[config.mk]
export PLATFORM = sky130hd
export DESIGN_NAME = issue_stage
export DESIGN_NICKNAME = d
export VERILOG_FILES = /design/src/issue_pkg.sv /design/src/operand_if.sv /design/src/operand_forward.sv /design/src/issue_ctrl.sv /design/src/issue_slot.sv /design/src/issue_stage.sv
export SDC_FILE = /design/constraint.sdc
export NUM_CORES = 1
export LEC_CHECK = 0
export ABC_AREA = 0
export BUFFER_PORTS_ARGS = -buffer_cell sky130_fd_sc_hd__buf_2
export CAP_MARGIN = 40
export CORE_AREA = 2 2 368 370
export CTS_BUF_LIST = sky130_fd_sc_hd__clkbuf_8
export DETAILED_ROUTE_END_ITERATION = 6
export DIE_AREA = 0 0 370 372
export GPL_TIMING_DRIVEN = 0
export PLACE_DENSITY = 0.37
export SLEW_MARGIN = 10
export SYNTH_ARGS = -nofsm -noshare
export SYNTH_HDL_FRONTEND = slang
export SYNTH_SLANG_ARGS = --single-unit
[constraint.sdc]
create_clock -name clk -period 67.6 [get_ports clk]
set_input_delay 3.38 -clock clk [delete_from_list [all_inputs] [get_ports clk]]
set_output_delay 3.38 -clock clk [all_outputs]
set_load 0.02 [all_outputs]
[src/issue_pkg.sv]
`default_nettype none

package issue_pkg;

    // Register index width for 32 architectural registers
    localparam int reg_idx_w = 5;

    // Load/store offset carried to the address generator
    localparam int lsp_offset_w = 12;

    // Operand 1 select codes
    localparam logic [1:0] opr1_pc   = 2'd0;
    localparam logic [1:0] opr1_rs1  = 2'd1;
    localparam logic [1:0] opr1_zero = 2'd2;
    localparam logic [1:0] opr1_zimm = 2'd3;

    // Operand 2 select codes
    localparam logic [1:0] opr2_rs2  = 2'd0;
    localparam logic [1:0] opr2_imm  = 2'd1;
    localparam logic [1:0] opr2_four = 2'd2;

    // Op types handled by this stage
    // Any other code stays in decode
    localparam logic [2:0] ot_int   = 3'd0;
    localparam logic [2:0] ot_load  = 3'd1;
    localparam logic [2:0] ot_store = 3'd2;

endpackage

`default_nettype wire

[src/operand_if.sv]
`timescale 1ns/1ns
`default_nettype none

interface operand_if #(
    parameter int xlen = 64
);

    // Resolved source values
    logic [xlen-1:0] rs1_val;
    logic [xlen-1:0] rs2_val;

    // Low while a producer is still in flight
    logic rs1_ready;
    logic rs2_ready;

    modport fwd (
        output rs1_val, rs2_val, rs1_ready, rs2_ready
    );

    modport ctrl (
        input rs1_val, rs2_val, rs1_ready, rs2_ready
    );

endinterface

`default_nettype wire

[src/operand_forward.sv]
`timescale 1ns/1ns
`default_nettype none

module operand_forward #(
    parameter int xlen = 64
) (
    // Register file read data
    input  logic [xlen-1:0]                   rf_rdata0,
    input  logic [xlen-1:0]                   rf_rdata1,
    input  logic [issue_pkg::reg_idx_w-1:0]   dec_rs1,
    input  logic [issue_pkg::reg_idx_w-1:0]   dec_rs2,
    // Integer writeback
    input  logic [issue_pkg::reg_idx_w-1:0]   ip_wb_dst,
    input  logic [xlen-1:0]                   ip_wb_result,
    input  logic                              ip_wb_wb_en,
    input  logic                              ip_wb_valid,
    // Integer execute result
    input  logic [xlen-1:0]                   ip_ix_forwarding,
    // Integer slot status
    input  logic                              ip_valid,
    input  logic                              ip_ready,
    input  logic                              ip_wb_en,
    input  logic [issue_pkg::reg_idx_w-1:0]   ip_dst,
    // Load/store writeback
    input  logic [issue_pkg::reg_idx_w-1:0]   lsp_wb_dst,
    input  logic [xlen-1:0]                   lsp_wb_result,
    input  logic                              lsp_wb_wb_en,
    input  logic                              lsp_wb_valid,
    // Load in memory access
    input  logic                              lsp_mem_wb_en,
    input  logic [issue_pkg::reg_idx_w-1:0]   lsp_mem_dst,
    // Load/store slot status
    input  logic                              lsp_valid,
    input  logic                              lsp_wb_en,
    input  logic [issue_pkg::reg_idx_w-1:0]   lsp_dst,
    operand_if.fwd                            opnd
);

    logic [issue_pkg::reg_idx_w-1:0] src_idx [2];
    logic [xlen-1:0]                 src_rdata [2];
    logic [xlen-1:0]                 src_val [2];
    logic                            src_ready [2];

    // Which in-flight stages hold a result headed for the register file
    logic ip_wb_active;
    logic ip_ex_active;
    logic ip_ex_stalled;
    logic lsp_wb_active;
    logic lsp_ag_active;

    assign ip_wb_active  = ip_wb_valid && ip_wb_wb_en;
    assign ip_ex_active  = ip_valid && ip_ready && ip_wb_en;
    assign ip_ex_stalled = ip_valid && !ip_ready && ip_wb_en;
    assign lsp_wb_active = lsp_wb_valid && lsp_wb_wb_en;
    assign lsp_ag_active = lsp_valid && lsp_wb_en;

    assign src_idx[0]   = dec_rs1;
    assign src_idx[1]   = dec_rs2;
    assign src_rdata[0] = rf_rdata0;
    assign src_rdata[1] = rf_rdata1;

    for (genvar i = 0; i < 2; i++) begin : g_src
        logic [xlen-1:0] val;
        logic            rdy;

        // Later checks win over earlier ones
        always_comb begin
            val = src_rdata[i];
            rdy = 1'b1;
            if (ip_wb_active && (ip_wb_dst == src_idx[i])) begin
                val = ip_wb_result;
            end
            if (ip_ex_active && (ip_dst == src_idx[i])) begin
                val = ip_ix_forwarding;
            end
            if (ip_ex_stalled && (ip_dst == src_idx[i])) begin
                rdy = 1'b0;
            end
            if (lsp_wb_active && (lsp_wb_dst == src_idx[i])) begin
                val = lsp_wb_result;
                rdy = 1'b1;
            end
            if (lsp_mem_wb_en && (lsp_mem_dst == src_idx[i])) begin
                rdy = 1'b0;
            end
            if (lsp_ag_active && (lsp_dst == src_idx[i])) begin
                rdy = 1'b0;
            end
            // x0 ignores any forwarded write
            if (src_idx[i] == '0) begin
                val = '0;
                rdy = 1'b1;
            end
        end

        assign src_val[i]   = val;
        assign src_ready[i] = rdy;
    end

    assign opnd.rs1_val   = src_val[0];
    assign opnd.rs2_val   = src_val[1];
    assign opnd.rs1_ready = src_ready[0];
    assign opnd.rs2_ready = src_ready[1];

    always_comb begin
        assert ((dec_rs1 != '0) || opnd.rs1_ready)
            else $error("operand_forward: x0 reported not ready on rs1");
        assert ((dec_rs2 != '0) || opnd.rs2_ready)
            else $error("operand_forward: x0 reported not ready on rs2");
    end

endmodule

`default_nettype wire

[src/issue_ctrl.sv]
`timescale 1ns/1ns
`default_nettype none

module issue_ctrl #(
    parameter int xlen = 64,
    parameter int ip_payload_w = 3 * xlen + issue_pkg::reg_idx_w + 7,
    parameter int lsp_payload_w = 3 * xlen + issue_pkg::reg_idx_w +
            issue_pkg::lsp_offset_w + 4
) (
    input  logic                              rst,
    input  logic                              dec_valid,
    input  logic                              pipe_flush,
    input  logic [xlen-1:0]                   dec_pc,
    input  logic [3:0]                        dec_op,
    input  logic                              dec_option,
    input  logic                              dec_truncate,
    input  logic                              dec_mem_sign,
    input  logic [1:0]                        dec_mem_width,
    input  logic [2:0]                        dec_op_type,
    input  logic [1:0]                        dec_operand1,
    input  logic [1:0]                        dec_operand2,
    input  logic [xlen-1:0]                   dec_imm,
    input  logic                              dec_wb_en,
    input  logic [issue_pkg::reg_idx_w-1:0]   dec_rs1,
    input  logic [issue_pkg::reg_idx_w-1:0]   dec_rd,
    input  logic                              ip_ready,
    input  logic                              lsp_ready,
    input  logic                              lsp_mem_wb_en,
    input  logic [issue_pkg::reg_idx_w-1:0]   lsp_mem_dst,
    input  logic                              lsp_valid,
    input  logic                              lsp_wb_en,
    input  logic [issue_pkg::reg_idx_w-1:0]   lsp_dst,
    operand_if.ctrl                           opnd,
    output logic                              dec_ready,
    output logic                              ip_issue,
    output logic                              lsp_issue,
    output logic [ip_payload_w-1:0]           ip_payload,
    output logic [lsp_payload_w-1:0]          lsp_payload
);

    logic [xlen-1:0] operand1;
    logic [xlen-1:0] operand2;
    logic            opr1_ready;
    logic            opr2_ready;
    logic            is_int;
    logic            is_mem;
    logic            waw_clear;
    logic            issue_common;

    always_comb begin
        case (dec_operand1)
            issue_pkg::opr1_pc:   operand1 = dec_pc;
            issue_pkg::opr1_rs1:  operand1 = opnd.rs1_val;
            issue_pkg::opr1_zimm: operand1 = {{(xlen - issue_pkg::reg_idx_w){1'b0}}, dec_rs1};
            default:              operand1 = '0;
        endcase
        case (dec_operand2)
            issue_pkg::opr2_rs2:  operand2 = opnd.rs2_val;
            issue_pkg::opr2_imm:  operand2 = dec_imm;
            issue_pkg::opr2_four: operand2 = xlen'(4);
            default:              operand2 = '0;
        endcase
    end

    // Only a register operand can hold up issue
    assign opr1_ready = (dec_operand1 == issue_pkg::opr1_rs1) ? opnd.rs1_ready : 1'b1;
    assign opr2_ready = (dec_operand2 == issue_pkg::opr2_rs2) ? opnd.rs2_ready : 1'b1;

    assign is_int = (dec_op_type == issue_pkg::ot_int);
    assign is_mem = (dec_op_type == issue_pkg::ot_load) ||
            (dec_op_type == issue_pkg::ot_store);

    // Integer results retire ahead of a pending load, so wait for it
    assign waw_clear = (!lsp_mem_wb_en || (lsp_mem_dst != dec_rd)) &&
            (!lsp_valid || !lsp_wb_en || (lsp_dst != dec_rd));

    assign issue_common = dec_valid && opr1_ready && opr2_ready && !pipe_flush;
    assign ip_issue     = issue_common && ip_ready && is_int && waw_clear;
    assign lsp_issue    = issue_common && lsp_ready && is_mem;

    // A flush consumes whatever decode is presenting
    assign dec_ready = !rst && !(dec_valid && !ip_issue && !lsp_issue && !pipe_flush);

    assign ip_payload = {dec_pc, dec_rd, dec_wb_en, dec_op, dec_option, dec_truncate,
            operand1, operand2};

    assign lsp_payload = {dec_pc, dec_rd, dec_wb_en, operand1,
            dec_imm[issue_pkg::lsp_offset_w-1:0], operand2, dec_mem_sign, dec_mem_width};

    always_comb begin
        assert (!(ip_issue && lsp_issue))
            else $error("issue_ctrl: instruction routed to both pipes");
    end

endmodule

`default_nettype wire

[src/issue_slot.sv]
`timescale 1ns/1ns
`default_nettype none

module issue_slot #(
    parameter int payload_w = 8
) (
    input  logic                 clk,
    input  logic                 rst,
    input  logic                 issue,
    input  logic                 flush,
    input  logic [payload_w-1:0] payload_in,
    input  logic                 ready,
    output logic                 valid,
    output logic [payload_w-1:0] payload
);

    // Packet stays put until the pipe takes it
    always_ff @(posedge clk) begin
        if (rst) begin
            valid <= 1'b0;
        end else if (issue) begin
            valid <= 1'b1;
        end else if (ready || flush) begin
            valid <= 1'b0;
        end
    end

    always_ff @(posedge clk) begin
        if (issue) begin
            payload <= payload_in;
        end
    end

    // Issue logic upstream must respect back-pressure
    assert property (@(posedge clk) disable iff (rst) !(issue && valid && !ready))
        else $error("issue_slot: held packet overwritten by new issue");

endmodule

`default_nettype wire

[src/issue_stage.sv]
`timescale 1ns/1ns
`default_nettype none

module issue_stage #(
    parameter int xlen = 64
) (
    input  logic                              clk,
    input  logic                              rst,
    input  logic                              pipe_flush,
    // Register file
    output logic [issue_pkg::reg_idx_w-1:0]   rf_rsrc0,
    input  logic [xlen-1:0]                   rf_rdata0,
    output logic [issue_pkg::reg_idx_w-1:0]   rf_rsrc1,
    input  logic [xlen-1:0]                   rf_rdata1,
    // Decoded instruction
    input  logic [xlen-1:0]                   dec_pc,
    input  logic [3:0]                        dec_op,
    input  logic                              dec_option,
    input  logic                              dec_truncate,
    input  logic                              dec_mem_sign,
    input  logic [1:0]                        dec_mem_width,
    input  logic [2:0]                        dec_op_type,
    input  logic [1:0]                        dec_operand1,
    input  logic [1:0]                        dec_operand2,
    input  logic [xlen-1:0]                   dec_imm,
    input  logic                              dec_wb_en,
    input  logic [issue_pkg::reg_idx_w-1:0]   dec_rs1,
    input  logic [issue_pkg::reg_idx_w-1:0]   dec_rs2,
    input  logic [issue_pkg::reg_idx_w-1:0]   dec_rd,
    input  logic                              dec_valid,
    output logic                              dec_ready,
    // Integer pipe
    output logic [xlen-1:0]                   ix_ip_pc,
    output logic [issue_pkg::reg_idx_w-1:0]   ix_ip_dst,
    output logic                              ix_ip_wb_en,
    output logic [3:0]                        ix_ip_op,
    output logic                              ix_ip_option,
    output logic                              ix_ip_truncate,
    output logic [xlen-1:0]                   ix_ip_operand1,
    output logic [xlen-1:0]                   ix_ip_operand2,
    output logic                              ix_ip_valid,
    input  logic                              ix_ip_ready,
    // Forwarding sources
    input  logic [xlen-1:0]                   ip_ix_forwarding,
    input  logic [issue_pkg::reg_idx_w-1:0]   ip_wb_dst,
    input  logic [xlen-1:0]                   ip_wb_result,
    input  logic                              ip_wb_wb_en,
    input  logic                              ip_wb_valid,
    input  logic [issue_pkg::reg_idx_w-1:0]   lsp_wb_dst,
    input  logic [xlen-1:0]                   lsp_wb_result,
    input  logic                              lsp_wb_wb_en,
    input  logic                              lsp_wb_valid,
    input  logic                              lsp_mem_wb_en,
    input  logic [issue_pkg::reg_idx_w-1:0]   lsp_mem_dst,
    // Load/store pipe
    output logic [xlen-1:0]                   ix_lsp_pc,
    output logic [issue_pkg::reg_idx_w-1:0]   ix_lsp_dst,
    output logic                              ix_lsp_wb_en,
    output logic [xlen-1:0]                   ix_lsp_base,
    output logic [issue_pkg::lsp_offset_w-1:0] ix_lsp_offset,
    output logic [xlen-1:0]                   ix_lsp_source,
    output logic                              ix_lsp_mem_sign,
    output logic [1:0]                        ix_lsp_mem_width,
    output logic                              ix_lsp_valid,
    input  logic                              ix_lsp_ready
);

    // Sum of the packed fields of each slot packet
    localparam int ip_payload_w = 3 * xlen + issue_pkg::reg_idx_w + 7;
    localparam int lsp_payload_w = 3 * xlen + issue_pkg::reg_idx_w +
            issue_pkg::lsp_offset_w + 4;

    logic                     ip_issue;
    logic                     lsp_issue;
    logic [ip_payload_w-1:0]  ip_payload_in;
    logic [ip_payload_w-1:0]  ip_payload;
    logic [lsp_payload_w-1:0] lsp_payload_in;
    logic [lsp_payload_w-1:0] lsp_payload;

    operand_if #(.xlen(xlen)) u_opnd ();

    assign rf_rsrc0 = dec_rs1;
    assign rf_rsrc1 = dec_rs2;

    operand_forward #(.xlen(xlen)) u_operand_forward (
        .rf_rdata0(rf_rdata0), .rf_rdata1(rf_rdata1),
        .dec_rs1(dec_rs1), .dec_rs2(dec_rs2),
        .ip_wb_dst(ip_wb_dst), .ip_wb_result(ip_wb_result),
        .ip_wb_wb_en(ip_wb_wb_en), .ip_wb_valid(ip_wb_valid),
        .ip_ix_forwarding(ip_ix_forwarding),
        .ip_valid(ix_ip_valid), .ip_ready(ix_ip_ready),
        .ip_wb_en(ix_ip_wb_en), .ip_dst(ix_ip_dst),
        .lsp_wb_dst(lsp_wb_dst), .lsp_wb_result(lsp_wb_result),
        .lsp_wb_wb_en(lsp_wb_wb_en), .lsp_wb_valid(lsp_wb_valid),
        .lsp_mem_wb_en(lsp_mem_wb_en), .lsp_mem_dst(lsp_mem_dst),
        .lsp_valid(ix_lsp_valid), .lsp_wb_en(ix_lsp_wb_en), .lsp_dst(ix_lsp_dst),
        .opnd(u_opnd.fwd)
    );

    issue_ctrl #(
        .xlen(xlen), .ip_payload_w(ip_payload_w), .lsp_payload_w(lsp_payload_w)
    ) u_issue_ctrl (
        .rst(rst), .dec_valid(dec_valid), .pipe_flush(pipe_flush),
        .dec_pc(dec_pc), .dec_op(dec_op), .dec_option(dec_option),
        .dec_truncate(dec_truncate), .dec_mem_sign(dec_mem_sign),
        .dec_mem_width(dec_mem_width), .dec_op_type(dec_op_type),
        .dec_operand1(dec_operand1), .dec_operand2(dec_operand2),
        .dec_imm(dec_imm), .dec_wb_en(dec_wb_en), .dec_rs1(dec_rs1), .dec_rd(dec_rd),
        .ip_ready(ix_ip_ready), .lsp_ready(ix_lsp_ready),
        .lsp_mem_wb_en(lsp_mem_wb_en), .lsp_mem_dst(lsp_mem_dst),
        .lsp_valid(ix_lsp_valid), .lsp_wb_en(ix_lsp_wb_en), .lsp_dst(ix_lsp_dst),
        .opnd(u_opnd.ctrl), .dec_ready(dec_ready),
        .ip_issue(ip_issue), .lsp_issue(lsp_issue),
        .ip_payload(ip_payload_in), .lsp_payload(lsp_payload_in)
    );

    issue_slot #(.payload_w(ip_payload_w)) u_ip_slot (
        .clk(clk), .rst(rst), .issue(ip_issue), .flush(pipe_flush),
        .payload_in(ip_payload_in), .ready(ix_ip_ready),
        .valid(ix_ip_valid), .payload(ip_payload)
    );

    issue_slot #(.payload_w(lsp_payload_w)) u_lsp_slot (
        .clk(clk), .rst(rst), .issue(lsp_issue), .flush(pipe_flush),
        .payload_in(lsp_payload_in), .ready(ix_lsp_ready),
        .valid(ix_lsp_valid), .payload(lsp_payload)
    );

    assign {ix_ip_pc, ix_ip_dst, ix_ip_wb_en, ix_ip_op, ix_ip_option, ix_ip_truncate,
            ix_ip_operand1, ix_ip_operand2} = ip_payload;

    assign {ix_lsp_pc, ix_lsp_dst, ix_lsp_wb_en, ix_lsp_base, ix_lsp_offset,
            ix_lsp_source, ix_lsp_mem_sign, ix_lsp_mem_width} = lsp_payload;

endmodule

`default_nettype wire

==> flow_summary.yaml, run 1 <==
power:
  p_leak_nw: 11.9
  total_power_mw: 0.593
  ir_drop_mv: 0.0129
  p_per_area_nw_per_um2: 21.3
synth:
  ys.flop_type: "edfxtp_1"
  synth_edf_count: 417
  syn-mean-instance-area_um2: 13.8
  synth_area_um2: 18500
  syn_nets: 1848
  yosysWarnings: 0
  ys_ff_latch: 419
  syn_inst: 1342
  yosysSeqAreaShare: 0.679
  ys_types: 49
  synthArstFlopShare: 0
drt:
  routed_wl_mm: 136
  ant_nets: 0
  drc_errors: 0
  wl_per_cell_um: 31.5
  first_iter_violations: 1422
  vias: 17400
  vias_per_cell: 4.02
  first_pass_iters: 5
floorplanning:
  core_area_um2: 134000
  start_util: 0.138
  dieArea_um2: 138000
  die_h_um: 372
  die_w_um: 370
  rows: 135
  io_pins: 936
worst_setup_path:
  required_ns: 64.22
  worstSetupEndpointType: "output port"
  worst_path_max_delay_cell: "nand3_1"
  critPathMaxStageDelay_ns: 0.70
  critPathArrivalTime_ns: 5.88
  crit_family: "simple AND/OR/NAND/NOR gates"
  path_buf_inv: 2
  r2r_slack_ns: 62.28
  crit_path_start_kind: "input port"
  crit_type: "input port to output port"
  rr_endpoint: "u_lsp_slot.payload[30]"
  reg2reg_from: "u_lsp_slot.payload[147]"
  r2r_cells: 21
  crit_chain: "buf_2, xor2_1, nor4_1, nand3_1, a31oi_1, o31ai_1, o21ai_0, buf_2"
  path_common_cell: "buf_2"
  worst-path-max-fanout: 7
cells_and_area:
  regArea_um2: 12600
  drive_gt1_frac: 0.486
  nFillCells: 14800
  final_cell_mix: "buf_2 (968), edfxtp_1 (417), nand2_1 (170)"
  multi_input_area_um2: 5380
  nets: 2964
  area_growth_pct: 50.5
  final_common_cell: "buf_2"
clock_network:
  cts_max_level: 3
  cts_root_buf: "clkbuf_8"
  clkSinkCount: 419
  clk_latency_ns: 0.78
  post_cts_resized: 0
  cts_tree: "built"
  cts_made_buffers: 81
  cts_setup_buffers: 0
  cts-hold-fix-buffers: 0
  cts_max_path_buffers: 3
  clk_pin_slew_ns: 0.05
grt:
  antenna_found_initial: 62
  grt_usage: 0.190
  grt_max_degree: 14
  grt_pass1_vias: 17600
  grt_remaining_overflow: 0
  grt_pass1_wl_mm: 170
placed_design:
  port_buffers: 922
  place_hpwl_mm: 112
  gp_congestion: 0.801
timing:
  finalCritPeriodShare: 0.137
  relSlewSlack: 0.361
  setup_viol: 0
  hold_viol: 0
  post-route-min-period_ns: 9.26
  hold_ws_ns: 0.500
  timing.setup.tns_ns: 0
  tightest_slew_ns: 0.959
  rsz0062_at_grt: "false"
  fmax_ghz: 0.108
  clock_skew_ns: 0.0417
  slew_violations: 0
min_path:
  hp-start: "u_lsp_slot.valid"
  hold_path.class: "register to register"
  worstHoldEndpoint: "u_lsp_slot.valid"
  holdPathStages: 2
run_status:
  status: "finished clean"
flow_run:
  cap_violations: 0
==> state kept, by name, summed over array words and instances, names as in the netlist <==
| signal | count |
|---|---|
| u_lsp_slot.payload | 213 |
| u_ip_slot.payload | 204 |
| u_ip_slot.valid | 1 |
| u_lsp_slot.valid | 1 |
==> layer usage <==
layer / wire length [um] / part of all wire / up-vias / track usage
met5: 216 / 0.0016 / - / 0
met2: 66100 / 0.49 / 886 / 0.322
met4: 3460 / 0.025 / 34 / 0.0580
li1: - / - / 7562 / -
met1: 55200 / 0.41 / 8681 / 0.227
met3: 11000 / 0.081 / 209 / 0.0596
==> synthesized netlist by cell type (2+ instances only) <==
cell,instances,area share
xnor2_1,30,0.014
a21o_1,4,0.0016
a31oi_1,2,0.00068
nand4_1,6,0.0020
o32ai_1,3,0.0014
buf_6,4,0.0024
buf_4,20,0.0081
or4_1,2,0.00081
nor3_1,4,0.0011
a211oi_1,54,0.022
a31o_2,5,0.0024
nand2_1,170,0.035
or2_1,2,0.00068
xor2_1,31,0.015
a211o_1,2,0.00095
and2_1,2,0.00068
o21a_1,14,0.0057
a22o_1,6,0.0028
dfxtp_1,2,0.0022
nand3_1,5,0.0014
and3_1,2,0.00068
nand2b_1,18,0.0061
clkbuf_1,68,0.014
a311o_1,6,0.0032
mux2i_1,64,0.035
a21boi_0,4,0.0016
a221o_1,99,0.054
o21ai_0,21,0.0057
a221oi_1,4,0.0019
edfxtp_1,417,0.68
buf_2,25,0.0068
a22oi_1,10,0.0041
a311oi_1,53,0.025
nor4_1,7,0.0024
a21oi_1,41,0.011
nor2_1,119,0.024
or3_1,4,0.0014
==> power by group <==
| part | internal (mW) | switching [mW] |
|---|---|---|
| Clock | 0.117 | 0.120 |
| Sequential | 0.289 | 0.000514 |
| Combinational | 0.0253 | 0.0407 |
==> area by class of cell <==
type	count	share of cell area
clock buffers	82	0.0405
multi-input cells	806	0.193
plain buffers	117	0.0218
flip-flops and latches	419	0.451
diodes	33	0.00297
clock inverters	49	0.0101
well taps	1781	0.0801
repair buffers	1033	0.200
==> per-stage QoR <==
stage / cells / worst slack [ns] / cell area [um2] / utilization
CTS: 4286 / 58.29 / 27700 / 0.207
global route: 4297 / 58.12 / 27800 / 0.207
detailed placement: 4155 / 58.02 / 26300 / 0.196
global placement: 4045 / 23.78 / 25300 / 0.189
floorplan: 1342 / 41.39 / 18500 / -
finish: 4320 / 58.34 / 27800 / 0.207
==> how the worst max path moves through the flow <==
stage / cells after the start / startpoint / slack (ns) / to
finish: 8 / dec_rs2[3] / 58.34 / dec_ready
global route: 8 / dec_rs2[3] / 58.12 / dec_ready
CTS: 8 / dec_rs2[3] / 58.29 / dec_ready
detailed placement: 22 / dec_rs2[3] / 58.02 / u_lsp_slot.payload[17]
global placement: 7 / dec_rs2[3] / 23.78 / u_lsp_slot.payload[163]
floorplan: 7 / dec_rs1[0] / 41.39 / u_lsp_slot.payload[0]
==> kinds of logic (layout without fill, tap and decap cells) <==
group	Yosys count	after routing	share of synthesized area
buf+inv	117	1281	0.0311
simple gates	349	349	0.0800
other cells	0	33	0
mux	64	64	0.0346
compound gates	332	332	0.146
xor+xnor	61	61	0.0289
flops	419	419	0.679
==> worst reg2reg max path: stages, from the launching register on <==
cell and delay (ns):
edfxtp_1 0.50, xnor2_1 0.17, nand4_1 0.09, o32ai_1 0.11, a31oi_1 0.33, nor3_1 0.18, nor4_2 0.72, buf_4 0.29
buf_4 0.17, buf_2 0.24, buf_4 0.21, buf_4 0.18, buf_4 0.18, buf_2 0.23, buf_4 0.18, buf_4 0.16
buf_4 0.18, buf_4 0.20, buf_4 0.18, buf_4 0.18, buf_4 0.19, buf_4 0.16
No activity file was read; power rests on OpenSTA's default activity.
==> run 2: changes to the inputs <==
- CORE_AREA: 2 2 368 370 -> 2 2 362 364
- DIE_AREA: 0 0 370 372 -> 0 0 364 366
- PLACE_DENSITY: 0.37 -> 0.38
- clock period: 67.6 -> 9.3 ns (I/O delays scaled with it)
==> run 2 against run 1 <==
- combinational power rose to 8.0 times the previous value
- total power rose to 7.6 times the previous value
- critical path depth up 8
- routed wire length fell by 2.6%
- global-route usage rose by 0.27 points
- non-clock buffer count up 116
- register-to-register slack got worse by 57 ns
- flip-flop and latch count is the same
- hold slack got worse by 0.38 ns
- clock skew is 0.0010 ns lower
- largest cell class unchanged
- highest routed layer unchanged
==> flow_summary.yaml, run 2 (synthesized netlist as in run 1, its figures left out) <==
run_status:
  status: "finished clean"
placed_design:
  gp_congestion: 0.811
  placed_area_um2: 26200
  dpl.cell_count: 4075
  port_buffers: 922
  place_hpwl_mm: 108
min_path:
  holdPathStages: 2
  hold_path.class: "input port to register"
  hp-start: "dec_imm[38]"
  worstHoldEndpoint: "u_ip_slot.payload[38]"
clock_network:
  clk_latency_ns: 0.76
  clk_pin_slew_ns: 0.06
  cts_tree: "built"
  cts_max_level: 3
  cts_root_buf: "clkbuf_8"
  clkSinkCount: 419
  cts_max_path_buffers: 3
  post_cts_resized: 0
  cts_made_buffers: 81
drt:
  vias_per_cell: 4.06
  ant_nets: 0
  vias: 17800
  first_iter_violations: 1392
  drc_errors: 0
  routed_wl_mm: 132
  first_pass_iters: 5
  wl_per_cell_um: 30.1
timing:
  post-route-min-period_ns: 4.64
  timing.setup.tns_ns: 0
  rsz0062_at_grt: "false"
  fmax_ghz: 0.215
  slew_violations: 0
  setup_viol: 0
  relSlewSlack: 0.329
  finalCritPeriodShare: 0.499
  hold_viol: 0
  clock_skew_ns: 0.0407
  tightest_slew_ns: 0.999
worst_setup_path:
  r2r_cells: 15
  required_ns: 9.73
  reg2reg_from: "u_lsp_slot.payload[147]"
  r2r_slack_ns: 5.02
  critPathArrivalTime_ns: 5.07
  worst_path_max_delay_cell: "nor4_4"
  crit_family: "simple AND/OR/NAND/NOR gates"
  crit_type: "input port to register"
  critPathMaxStageDelay_ns: 0.77
  crit_chain: "buf_2, or4_1, nor2_1, or2_1, buf_2, nor3_1, nor4_4, buf_8, buf_6, buf_6, buf_6, buf_8, buf_6, buf_6, buf_6, buf_6"
  path_common_cell: "buf_6"
  rr_endpoint: "u_lsp_slot.payload[46]"
  path_buf_inv: 11
  worst-path-max-fanout: 12
  worstSetupEndpointType: "register"
  crit_path_start_kind: "input port"
power:
  p_leak_nw: 12.5
  ir_drop_mv: 0.102
  p_per_area_nw_per_um2: 153
  total_power_mw: 4.49
cells_and_area:
  regMostFlops: "u_lsp_slot.payload"
  final_common_cell: "buf_2"
  nets: 3080
  drive_gt1_frac: 0.450
  final_cell_mix: "buf_2 (950), edfxtp_1 (417), nand2_1 (170)"
  final_cell_count_no_fill: 4398
  area_growth_pct: 59.0
  nFillCells: 14100
  largest_register_ffs: 213
  post-route-cell-area_um2: 29400
  top_regs: "u_lsp_slot.payload (213), u_ip_slot.payload (204)"
floorplanning:
  rows: 132
  die_h_um: 366
  dieArea_um2: 133000
  io_pins: 936
  die_w_um: 364
  start_util: 0.143
  core_area_um2: 129000
grt:
  grt_usage: 0.192
  grt_remaining_overflow: 0
  grt_pass1_wl_mm: 170
  grt_max_degree: 13
  antenna_found_initial: 59
  grt_pass1_vias: 18200
flow_run:
  cap_violations: 0
[run 2: changes by cell type in the layout (fill, tap and decap cells not counted), sizes merged]
cell,previous run,this run
clkinv,19,37
bufinv,1,5
diode,33,19
inv,29,20
clkinvlp,0,2
dlygate4sd3,0,158
buf,1082,1040
[run 2: worst max-delay path by stage]
stage                     cells after the start  slack (ns)  startpoint                endpoint
after floorplan                               7        0.22  dec_rs1[0]   u_lsp_slot.payload[0]
after global placement                        7       -5.92  dec_rs2[3]  u_lsp_slot.payload[46]
after detailed placement                     16        3.88  dec_rs2[3]  u_lsp_slot.payload[46]
after CTS                                    16        4.77  dec_rs2[3]  u_lsp_slot.payload[46]
after global routing                         16        4.58  dec_rs2[3]  u_lsp_slot.payload[46]
final                                        16        4.66  dec_rs2[4]  u_lsp_slot.payload[46]
[run 2: layer usage]
metal | routed length (um) | global-route usage
met5 | 236 | 0
met1 | 53800 | 0.236
met4 | 2590 | 0.0486
met3 | 10800 | 0.0521
met2 | 64900 | 0.330
[run 2: layout make-up]
| cell class | count | area, um2 | area share |
|---|---|---|---|
| diodes | 19 | 47.5 | 0.00162 |
| plain buffers | 117 | 606 | 0.0206 |
| clock buffers | 82 | 1130 | 0.0384 |
| clock inverters | 64 | 428 | 0.0146 |
| multi-input cells | 806 | 5390 | 0.183 |
| flip-flops and latches | 419 | 12600 | 0.427 |
| well taps | 1742 | 2180 | 0.0741 |
| repair buffers | 1149 | 7060 | 0.240 |
[run 2: metrics by stage]
| step | util | hold slack [ns] | setup WS, ns |
|---|---|---|---|
| 5_1_grt | 0.228 | 0.0576 | 4.58 |
| 3_3_place_gp | 0.196 | 0.501 | -5.92 |
| 4_1_cts | 0.228 | 0.00760 | 4.77 |
| 2_1_floorplan | - | 0.556 | 0.223 |
| 6_report | 0.228 | 0.119 | 4.66 |
| 3_5_place_dp | 0.203 | 0.507 | 3.88 |
[run 2: timing repair]
action / CTS / global route
hold buffers: 158 / 0
endpoints found under the setup margin: 0 / 0
setup buffers: 0 / 0
endpoints found under the hold margin: 280 / 0
[run 2: power by group]
group	switching, mW	internal, mW
combinational	0.300	0.225
sequential	0.00366	2.10
clock	0.892	0.968
total	1.20	3.30
==> run 3: changes to the inputs <==
- clock period: 9.3 -> 4.41 ns (I/O delays scaled with it)
==> run 3 against run 2 <==
- total power grew 110%
- utilization is 1.1 points higher
- flip-flop and latch count unchanged
- sequential share of layout area down 2.0 points
- largest power group unchanged
- highest routed layer unchanged
==> flow_summary.yaml, run 3 (synthesized netlist as in run 1, its figures left out) <==
worst_setup_path:
  worstSetupEndpointType: "register"
  crit_type: "input port to register"
  required_ns: 4.85
  worst-path-max-fanout: 12
  critPathArrivalTime_ns: 4.54
  crit_path_start_kind: "input port"
cells_and_area:
  drive_gt1_frac: 0.428
  nFillCells: 14000
  final_common_cell: "buf_2"
  nets: 3222
  regMostFlops: "u_lsp_slot.payload"
  largest_register_ffs: 213
  final_cell_mix: "buf_2 (946), edfxtp_1 (417), dlygate4sd3_1 (290)"
  multi_input_area_um2: 5410
  post-route-cell-area_um2: 30800
  regArea_um2: 12600
  top_regs: "u_lsp_slot.payload (213), u_ip_slot.payload (204)"
  final_util: 0.239
  area_growth_pct: 66.6
clock_network:
  clk_pin_slew_ns: 0.05
  cts_max_path_buffers: 3
  cts_tree: "built"
  clk_latency_ns: 0.76
  post_cts_resized: 0
  cts_root_buf: "clkbuf_8"
  cts_max_level: 3
  clkSinkCount: 419
  cts_made_buffers: 81
timing:
  rsz0062_at_grt: "false"
  clock_skew_ns: 0.0350
  timing.setup.tns_ns: 0
  hold_ws_ns: 0.107
  hold_viol: 0
  slew_violations: 0
  fmax_ghz: 0.244
  relSlewSlack: 0.386
  finalCritPeriodShare: 0.930
  setup_viol: 0
  tightest_slew_ns: 0.915
  post-route-min-period_ns: 4.10
run_status:
  status: "finished clean"
power:
  p_leak_nw: 13.1
  ir_drop_mv: 0.180
  p_per_area_nw_per_um2: 309
grt:
  grt_pass1_vias: 19200
  grt_remaining_overflow: 0
  grt_max_degree: 13
  grt_pass1_wl_mm: 171
  grt_usage: 0.193
  antenna_found_initial: 53
flow_run:
  cap_violations: 0
floorplanning:
  core_area_um2: 129000
  start_util: 0.143
  die_h_um: 366
  dieArea_um2: 133000
  io_pins: 936
  rows: 132
  die_w_um: 364
drt:
  vias_per_cell: 4.03
  wl_per_cell_um: 29.3
  ant_nets: 0
  first_iter_violations: 1241
  drc_errors: 0
  routed_wl_mm: 133
  first_pass_iters: 5
  vias: 18300
placed_design:
  gp_congestion: 0.825
  port_buffers: 922
  place_hpwl_mm: 109
  placed_area_um2: 26300
min_path:
  hold_path.class: "input port to register"
[run 3: changes by cell type in the layout (fill, tap and decap cells not counted), sizes merged]
cell / previous run / this run
clkinv: 37 / 26
buf: 1040 / 1050
dlygate4sd3: 158 / 290
inv: 20 / 28
diode: 19 / 21
[run 3: final timing paths]
kind / startpoint / slack, ns / cells after the start / end
worst max register to register: u_lsp_slot.payload[145] / 0.40 / 16 / u_ip_slot.payload[159]
worst min-delay path: dec_rs1[4] / 0.11 / 3 / u_lsp_slot.payload[83]
worst min register to register: u_ip_slot.valid / 1.07 / 3 / u_ip_slot.valid
worst max-delay path: dec_rs1[3] / 0.31 / 17 / u_ip_slot.payload[159]
[run 3: layout make-up]
class,count,share of cell area
sequential,419,0.408
timing repair buffer,1291,0.275
multi-input combinational,806,0.175
tap,1742,0.0707
clock buffer,82,0.0366
buffer,117,0.0201
clock inverter,61,0.0129
antenna,21,0.00171
[run 3: layer usage]
layer  GRT usage  up-vias  share of wire
met5           0        -        0.00083
met4      0.0559       16          0.028
met3      0.0515      206          0.081
met2       0.334      957           0.49
met1       0.233     9020           0.40
li1            -     8074              -
[run 3: repair_timing]
action | 4_1_cts | 5_1_grt
endpoints found under the hold margin | 424 | 0
setup endpoints to repair | 0 | 19
buffers inserted | 0 | 7
hold buffers | 290 | 0
[run 3: worst max-delay path, stage by stage]
cell and delay (ns):
dlygate4sd3_1 0.56, buf_6 0.15, or4_4 0.49, o21ai_4 0.44, a211o_1 0.26, nand2b_4 0.10, nor4_4 0.42, buf_6 0.21
buf_6 0.19, buf_6 0.20, buf_8 0.16, buf_6 0.16, buf_6 0.19, buf_6 0.18, buf_6 0.19, buf_6 0.19
buf_8 0.16
[run 3: per-stage QoR]
step | worst slack, ns | power, mW | std cells
after global routing | 0.195 | 9.88 | 4526
after detailed placement | -0.555 | 5.53 | 4078
after CTS | 0.0144 | 9.66 | 4511
after global placement | -10.45 | 5.51 | 4006
final | 0.309 | 9.52 | 4539
after floorplan | -4.25 | 4.90 | 1342
[run 3: report_power, final]
part / internal (mW) / total, mW / switching, mW
clock: 2.02 / 3.85 / 1.83
sequential: 4.43 / 4.44 / 0.00801
combinational: 0.561 / 1.22 / 0.663
